**config.mk**
```make
export PLATFORM = sky130hd
export DESIGN_NAME = conv1ReadCtrl
export DESIGN_NICKNAME = d
export VERILOG_FILES = /design/src/hdl/conv1Pkg.sv /design/src/hdl/scanIf.sv /design/src/hdl/conv1ReadCtrl.sv /design/src/hdl/scanFifo.sv /design/src/hdl/tapAddrMapper.sv /design/src/hdl/windowScanner.sv
export SDC_FILE = /design/constraint.sdc
export NUM_CORES = 1
export LEC_CHECK = 0
export ABC_CLOCK_PERIOD_IN_PS = 9700
export BUFFER_PORTS_ARGS = -buffer_cell sky130_fd_sc_hd__buf_2
export CAP_MARGIN = 20
export CORE_ASPECT_RATIO = 0.5
export CORE_UTILIZATION = 55
export CTS_CLUSTER_DIAMETER = 30
export DETAILED_ROUTE_END_ITERATION = 10
export GPL_ROUTABILITY_DRIVEN = 0
export PLACE_DENSITY = 0.72
export SLEW_MARGIN = 20
export SYNTH_ARGS = -nofsm -noshare
export SYNTH_HDL_FRONTEND = slang
export SYNTH_SLANG_ARGS = --single-unit
```
**constraint.sdc**
```tcl
create_clock -name clk -period 9.7 [get_ports clk]
set_input_delay 1.455 -clock clk [delete_from_list [all_inputs] [get_ports clk]]
set_output_delay 1.455 -clock clk [all_outputs]
set_load 0.005 [all_outputs]
```
**src/hdl/conv1Pkg.sv**
```systemverilog
package conv1Pkg;

    // Default frame geometry
    localparam int DefImgRows = 36;           // Image height in pixels
    localparam int DefImgCols = 28;           // Image width in pixels

    localparam int KernelSize = 3;            // Nine taps in the 3x3 window
    localparam int PoolSize = 2;              // 2x2 pooling quad

    // Region class of one pooled output position
    typedef enum logic [1:0] {
        regionInterior = 2'd0,                // Strictly inside the output grid
        regionCorner = 2'd1,                  // On both a row and a column border
        regionEdge = 2'd2                     // On exactly one border
    } regionT;

endpackage

```
**src/hdl/scanIf.sv**
```systemverilog
`timescale 1ns/1ps

interface scanIf #(
    parameter int ImgRows = conv1Pkg::DefImgRows,
    parameter int ImgCols = conv1Pkg::DefImgCols
);
    localparam int RowW = $clog2(ImgRows + 1);
    localparam int ColW = $clog2(ImgCols + 1);

    logic req;                                // Four-phase request
    logic ack;                                // Four-phase acknowledge
    logic [RowW-1:0] outRow;
    logic [ColW-1:0] outCol;
    logic [1:0] quad;                         // Quad row in the high bit and quad column in the low bit
    logic [3:0] tap;                          // Kernel tap 0..8
    logic last;                               // Final tap of the frame

    modport producer (
        output req, outRow, outCol, quad, tap, last,
        input ack
    );

    modport consumer (
        input req, outRow, outCol, quad, tap, last,
        output ack
    );

endinterface

```
**src/hdl/conv1ReadCtrl.sv**
```systemverilog
`timescale 1ns/1ps

module conv1ReadCtrl #(
    parameter int ImgRows = conv1Pkg::DefImgRows,
    parameter int ImgCols = conv1Pkg::DefImgCols,
    parameter int Depth = 4
) (
    input logic clk,
    input logic arstN,
    input logic start,
    output logic rdReq,
    input logic rdAck,
    output logic [$clog2(ImgRows + 1)-1:0] rowAddr,
    output logic [$clog2(ImgCols + 1)-1:0] colAddr,
    output logic padTap,
    output conv1Pkg::regionT region,
    output logic frameDone
);

    scanIf #(.ImgRows(ImgRows), .ImgCols(ImgCols)) scanInIf ();
    scanIf #(.ImgRows(ImgRows), .ImgCols(ImgCols)) scanOutIf ();

    windowScanner #(
        .ImgRows(ImgRows),
        .ImgCols(ImgCols)
    ) scanner_i (
        .clk(clk),
        .arstN(arstN),
        .start(start),
        .scan(scanInIf.producer)
    );

    // Lets the scan run ahead of a slow reader
    scanFifo #(
        .ImgRows(ImgRows),
        .ImgCols(ImgCols),
        .Depth(Depth)
    ) fifo_i (
        .clk(clk),
        .arstN(arstN),
        .inPort(scanInIf.consumer),
        .outPort(scanOutIf.producer)
    );

    tapAddrMapper #(
        .ImgRows(ImgRows),
        .ImgCols(ImgCols)
    ) mapper_i (
        .clk(clk),
        .arstN(arstN),
        .start(start),
        .scan(scanOutIf.consumer),
        .rdReq(rdReq),
        .rdAck(rdAck),
        .rowAddr(rowAddr),
        .colAddr(colAddr),
        .padTap(padTap),
        .region(region),
        .frameDone(frameDone)
    );

endmodule

```
**src/hdl/scanFifo.sv**
```systemverilog
`timescale 1ns/1ps

module scanFifo #(
    parameter int ImgRows = conv1Pkg::DefImgRows,
    parameter int ImgCols = conv1Pkg::DefImgCols,
    parameter int Depth = 4
) (
    input logic clk,
    input logic arstN,
    scanIf.consumer inPort,
    scanIf.producer outPort
);
    localparam int RowW = $clog2(ImgRows + 1);
    localparam int ColW = $clog2(ImgCols + 1);
    localparam int WordW = 1 + 4 + 2 + ColW + RowW;
    localparam int PtrW = $clog2(Depth);
    localparam int CntW = $clog2(Depth + 1);

    logic [WordW-1:0] mem [Depth];
    logic [PtrW-1:0] wrPtr;
    logic [PtrW-1:0] rdPtr;
    logic [CntW-1:0] count;
    logic push;
    logic pop;

    function automatic logic [PtrW-1:0] nextPtr(input logic [PtrW-1:0] ptr);
        return (ptr == PtrW'(Depth - 1)) ? '0 : ptr + 1'b1;
    endfunction

    assign push = inPort.req && !inPort.ack && count != CntW'(Depth);
    assign pop = outPort.req && outPort.ack;

    // Head slot is never written while presented
    assign {outPort.last, outPort.tap, outPort.quad, outPort.outCol, outPort.outRow} = mem[rdPtr];

    always_ff @(posedge clk) begin
        if (push) begin
            mem[wrPtr] <= {inPort.last, inPort.tap, inPort.quad, inPort.outCol, inPort.outRow};
        end
    end

    always_ff @(posedge clk or negedge arstN) begin
        if (!arstN) begin
            wrPtr <= '0;
            rdPtr <= '0;
            count <= '0;
            inPort.ack <= 1'b0;
            outPort.req <= 1'b0;
        end else begin
            if (push) begin
                inPort.ack <= 1'b1;
                wrPtr <= nextPtr(wrPtr);
            end else if (inPort.ack && !inPort.req) begin
                inPort.ack <= 1'b0;
            end
            if (pop) begin
                outPort.req <= 1'b0;
                rdPtr <= nextPtr(rdPtr);
            end else if (!outPort.req && !outPort.ack && count != '0) begin
                outPort.req <= 1'b1;          // Present head
            end
            count <= count + CntW'(push) - CntW'(pop);
        end
    end

endmodule

```
**src/hdl/tapAddrMapper.sv**
```systemverilog
`timescale 1ns/1ps

module tapAddrMapper #(
    parameter int ImgRows = conv1Pkg::DefImgRows,
    parameter int ImgCols = conv1Pkg::DefImgCols
) (
    input logic clk,
    input logic arstN,
    input logic start,
    scanIf.consumer scan,
    output logic rdReq,
    input logic rdAck,
    output logic [$clog2(ImgRows + 1)-1:0] rowAddr,
    output logic [$clog2(ImgCols + 1)-1:0] colAddr,
    output logic padTap,
    output conv1Pkg::regionT region,
    output logic frameDone
);
    import conv1Pkg::*;

    localparam int RowW = $clog2(ImgRows + 1);
    localparam int ColW = $clog2(ImgCols + 1);
    localparam int GridRows = ImgRows / PoolSize;
    localparam int GridCols = ImgCols / PoolSize;

    int pixRow;
    int pixCol;
    logic padNext;
    logic rowBorder;
    logic colBorder;
    regionT regionNext;
    logic take;
    logic lastPend;                           // Current read carries the last tap
    logic ackWait;                            // Waiting for rdAck to fall

    always_comb begin
        pixRow = PoolSize * int'(scan.outRow) + int'(scan.quad[1])
               + int'(scan.tap) / KernelSize - 1;
        pixCol = PoolSize * int'(scan.outCol) + int'(scan.quad[0])
               + int'(scan.tap) % KernelSize - 1;
        padNext = pixRow < 0 || pixRow >= ImgRows || pixCol < 0 || pixCol >= ImgCols;
    end

    assign rowBorder = scan.outRow == '0 || scan.outRow == RowW'(GridRows - 1);
    assign colBorder = scan.outCol == '0 || scan.outCol == ColW'(GridCols - 1);

    always_comb begin
        if (rowBorder && colBorder) begin
            regionNext = regionCorner;
        end else if (rowBorder || colBorder) begin
            regionNext = regionEdge;
        end else begin
            regionNext = regionInterior;
        end
    end

    // New position only once the external link is idle
    assign take = scan.req && !scan.ack && !rdReq && !rdAck;

    always_ff @(posedge clk) begin
        if (take) begin
            rowAddr <= padNext ? RowW'(ImgRows) : RowW'(pixRow);  // Padding codes
            colAddr <= padNext ? ColW'(ImgCols) : ColW'(pixCol);
            padTap <= padNext;
            region <= regionNext;
        end
    end

    always_ff @(posedge clk or negedge arstN) begin
        if (!arstN) begin
            scan.ack <= 1'b0;
            rdReq <= 1'b0;
            lastPend <= 1'b0;
            ackWait <= 1'b0;
            frameDone <= 1'b0;
        end else begin
            if (take) begin
                scan.ack <= 1'b1;
                rdReq <= 1'b1;
                lastPend <= scan.last;
            end else if (scan.ack && !scan.req) begin
                scan.ack <= 1'b0;
            end
            if (rdReq && rdAck) begin
                rdReq <= 1'b0;
                ackWait <= 1'b1;
            end else if (ackWait && !rdAck) begin
                ackWait <= 1'b0;
            end
            if (start) begin
                frameDone <= 1'b0;
            end else if (ackWait && !rdAck && lastPend) begin
                frameDone <= 1'b1;            // Held until next start
            end
        end
    end

endmodule

```
**src/hdl/windowScanner.sv**
```systemverilog
`timescale 1ns/1ps

module windowScanner #(
    parameter int ImgRows = conv1Pkg::DefImgRows,
    parameter int ImgCols = conv1Pkg::DefImgCols
) (
    input logic clk,
    input logic arstN,
    input logic start,
    scanIf.producer scan
);
    import conv1Pkg::*;

    localparam int RowW = $clog2(ImgRows + 1);
    localparam int ColW = $clog2(ImgCols + 1);
    localparam int GridRows = ImgRows / PoolSize;
    localparam int GridCols = ImgCols / PoolSize;
    localparam int TapMax = KernelSize * KernelSize - 1;
    localparam int QuadMax = PoolSize * PoolSize - 1;

    logic busy;
    logic [RowW-1:0] rowCnt;
    logic [ColW-1:0] colCnt;
    logic [1:0] quadCnt;
    logic [3:0] tapCnt;
    logic tapWrap;
    logic quadWrap;
    logic colWrap;

    assign tapWrap = tapCnt == 4'(TapMax);
    assign quadWrap = tapWrap && quadCnt == 2'(QuadMax);
    assign colWrap = quadWrap && colCnt == ColW'(GridCols - 1);

    assign scan.outRow = rowCnt;
    assign scan.outCol = colCnt;
    assign scan.quad = quadCnt;
    assign scan.tap = tapCnt;
    assign scan.last = colWrap && rowCnt == RowW'(GridRows - 1);

    always_ff @(posedge clk or negedge arstN) begin
        if (!arstN) begin
            busy <= 1'b0;
            scan.req <= 1'b0;
            rowCnt <= '0;
            colCnt <= '0;
            quadCnt <= '0;
            tapCnt <= '0;
        end else if (!busy) begin
            if (start) begin                  // Start ignored while busy
                busy <= 1'b1;
                scan.req <= 1'b1;
                rowCnt <= '0;
                colCnt <= '0;
                quadCnt <= '0;
                tapCnt <= '0;
            end
        end else if (scan.req) begin
            if (scan.ack) begin
                scan.req <= 1'b0;
                if (scan.last) begin
                    busy <= 1'b0;             // Frame complete
                end else if (!tapWrap) begin
                    tapCnt <= tapCnt + 1'b1;
                end else begin
                    tapCnt <= '0;
                    if (!quadWrap) begin
                        quadCnt <= quadCnt + 1'b1;
                    end else begin
                        quadCnt <= '0;
                        if (colWrap) begin
                            colCnt <= '0;
                            rowCnt <= rowCnt + 1'b1;
                        end else begin
                            colCnt <= colCnt + 1'b1;
                        end
                    end
                end
            end
        end else if (!scan.ack) begin
            scan.req <= 1'b1;                 // Previous ack has fallen
        end
    end

endmodule

```
==> results.json <==
{
  "yosysSeqAreaShare_pct": 44.5,
  "yosysWarnings": 0,
  "synthSimpleGateAreaFrac_pct": 14.6,
  "layout_common_cells": "86 x edfxtp_1, 82 x inv_1, 66 x ha_1",
  "clkLatencyLatePin_ns": 0.41,
  "status": "finished clean",
  "layout-drive-gt1-share_pct": 12.4,
  "area_delta_synth_final_pct": 11.5,
  "tightestPinTransition_ns": 0.971,
  "count_of_tritonroute_iterations_in_the_first_routing_pass": 5,
  "die_h_um": 85.4,
  "area_after_detailed_placement_sq_mm": 0.00792,
  "fin_skew_ns": 0.0120,
  "drt-initial-drc-count": 419,
  "drc": 0,
  "synth_xor_xnor_area_share_pct": 3.55,
  "synth_compound_gate_area_share_pct": 13.4,
  "area_of_the_multi_input_gates_sq_mm": 0.00384,
  "clock_tree.root_cell": "clkbuf_16",
  "path_max_fanout": 12,
  "synthesis.nets": 791,
  "whs_path_depth": 1,
  "synth_adder_area_share_pct": 11.6,
  "worstHoldPathType": "reg2reg",
  "muxShareOfSynthArea_pct": 6.94,
  "clock_path_buffers": 2,
  "timing.slew.headroom_pct": 34.8,
  "layout.core_utilization_pct": 63.0,
  "combinational_family_with_the_most_area_after_synthesis": "simple AND/OR/NAND/NOR gates",
  "detailed_place_hpwl_um": 12100,
  "cts_post_setup_buffers_inserted": 0,
  "grt_overflow": 0,
  "clock-sinks": 119,
  "layout.cells.most_common": "edfxtp_1",
  "largest_net_degree_at_the_start_of_global_routing": 34,
  "fmax_mhz": 119,
  "timing.critical_path.arrival_ns": 8.51,
  "syn-mean-instance-area_sq_um": 10.7,
  "clk_pin_slew_ns": 0.06,
  "worstSetupEndpointType": "flop",
  "r2r_cells": 31,
  "final_report_setup_violation_count": 0,
  "final_area_sq_mm": 0.00854,
  "start_util_pct": 56.5,
  "timing.critical_path.required_ns": 9.80,
  "fp.dieArea_sq_mm": 0.0144,
  "synth_edf_count": 86,
  "detail-route-antenna-nets": 0,
  "cts_made_buffers": 17,
  "ctsResizeCount": 0,
  "routed_wirelength_um": 17400,
  "viasPerCell": 6.00,
  "wire_per_inst_um": 18.4,
  "timing.critical_path.from_type": "flop",
  "flop_and_latch_count_out_of_synthesis": 119,
  "antenna_found_initial": 0,
  "grt_util_met3_pct": 5.13,
  "grt.met1_usage_pct": 33.3,
  "setup_repair_after_global_routing_missed_its_margin": "false",
  "grt_most_used_layer": "met2",
  "tritoncts_clock_tree": "built",
  "design.portCount": 20,
  "dominantRegCellSynth": "edfxtp_1",
  "mappedNetlistArea_sq_mm": 0.00766,
  "total_count_of_hold_check_failures_in_the_final_report": 0,
  "min-delay-start": "mapper_i.scan.ack",
  "crit-reg2reg-launch": "fifo_i.rdPtr[0]",
  "final_min_period_over_clock_period_pct": 86.7,
  "r2r_slack_ns": 1.29,
  "final_nets": 811,
  "use_met2_pct": 44.7,
  "setup-tns-final_ns": 0,
  "grt_first_pass_wirelength_um": 28600,
  "coreArea_sq_mm": 0.0136,
  "crit_path_max_incr_delay_ns": 0.71,
  "slew_limit_fails": 0,
  "grt_pass1_vias": 5646,
  "slowest_stage_cell_crit_path": "dfrtp_1",
  "die_w_um": 169,
  "std_cell_rows": 30,
  "grt_util_all_layers_pct": 26.0,
  "via_count": 5662,
  "port_buffers": 19,
  "antenna-diode-count": 0,
  "synth_cell_types": 73,
  "criticalPathCategory": "reg2reg",
  "htree_num_levels": 4,
  "number_of_cells_produced_by_synthesis": 718,
  "fillCellCount": 1035,
  "post-route-min-period_ns": 8.41,
  "seqCellArea_sq_mm": 0.00341,
  "synth-async-reset-ratio_pct": 27.7,
  "max-cap-violations": 0,
  "postCtsHoldBufs": 0,
  "r2r-end": "mapper_i.colAddr[3]",
  "hold_end": "fifo_i.outPort.req"
}
-- stage by stage --
stage,worst slack [ns],hold WS [ns],instances
2_1_floorplan,2.18,0.412,718
4_1_cts,1.29,0.450,943
3_5_place_dp,1.30,0.443,911
3_3_place_gp,1.64,0.446,910
6_report,1.29,0.443,943
5_1_grt,0.664,0.458,943
-- final cells by class --
cell class | count | share of cell area (%)
repair buffers | 23 | 1.44
multi-input cells | 494 | 44.9
well taps | 192 | 2.81
flip-flops and latches | 119 | 39.9
clock inverters | 14 | 2.27
inverters | 83 | 3.65
clock buffers | 18 | 5.02
-- state kept, by name, summed over array words and instances (netlist names), 2 cells and up --
register,count
fifo_i.mem,72
mapper_i.rowAddr,6
scanner_i.scan.outRow,6
mapper_i.colAddr,5
scanner_i.scan.outCol,5
scanner_i.scan.tap,4
fifo_i.count,3
fifo_i.rdPtr,2
fifo_i.wrPtr,2
mapper_i.region,2
scanner_i.scan.quad,2
-- Yosys cell counts (12+ instances only) --
master	count	share of area (%)
nand4_1	13	1.1
dfrtp_1	33	11
o21ai_0	32	2.1
edfxtp_1	86	34
inv_1	82	4.0
xnor2_1	12	1.4
nor2_1	54	2.6
a21o_1	12	1.2
a21oi_1	37	2.4
nand3_1	12	0.78
clkbuf_1	12	0.59
ha_1	66	11
nand2_1	49	2.4
xor2_1	19	2.2
mux4_2	18	5.3
-- kinds of logic after synthesis --
logic type,after synthesis
AND/OR/NAND/NOR,210
AO/OA/AOI/OAI,154
flip-flops,119
buffers and inverters,105
adder cells (fa/ha/maj),69
XOR/XNOR,31
multiplexers,30
-- metal layers --
metal,vias to the layer above,routed length [um]
met2,154,8420
met1,2802,7910
met3,31,762
met4,0,306
li1,2675,-
met5,-,0
-- critical path, delay by kind of cell, from the launching register on --
| kind | cells | cell delay (ns) |
|---|---|---|
| fa+ha+maj | 6 | 1.76 |
| compound gates | 6 | 1.12 |
| simple gates | 13 | 3.39 |
| mux | 1 | 0.71 |
| buf+inv | 5 | 0.41 |
| flops | 1 | 0.71 |
-- how the worst max path moves through the flow --
stage,endpoint,depth (start not counted),from
2_1_floorplan,mapper_i.colAddr[3],36,fifo_i.rdPtr[0]
3_3_place_gp,mapper_i.colAddr[2],31,fifo_i.rdPtr[0]
3_5_place_dp,mapper_i.colAddr[3],31,fifo_i.rdPtr[0]
4_1_cts,mapper_i.colAddr[3],31,fifo_i.rdPtr[0]
5_1_grt,mapper_i.colAddr[3],31,fifo_i.rdPtr[0]
6_report,mapper_i.colAddr[3],31,fifo_i.rdPtr[0]
Power is left out: the tool's default activity adds up to more than one toggle a clock period on the data nets, which glitch-free logic cannot reach.
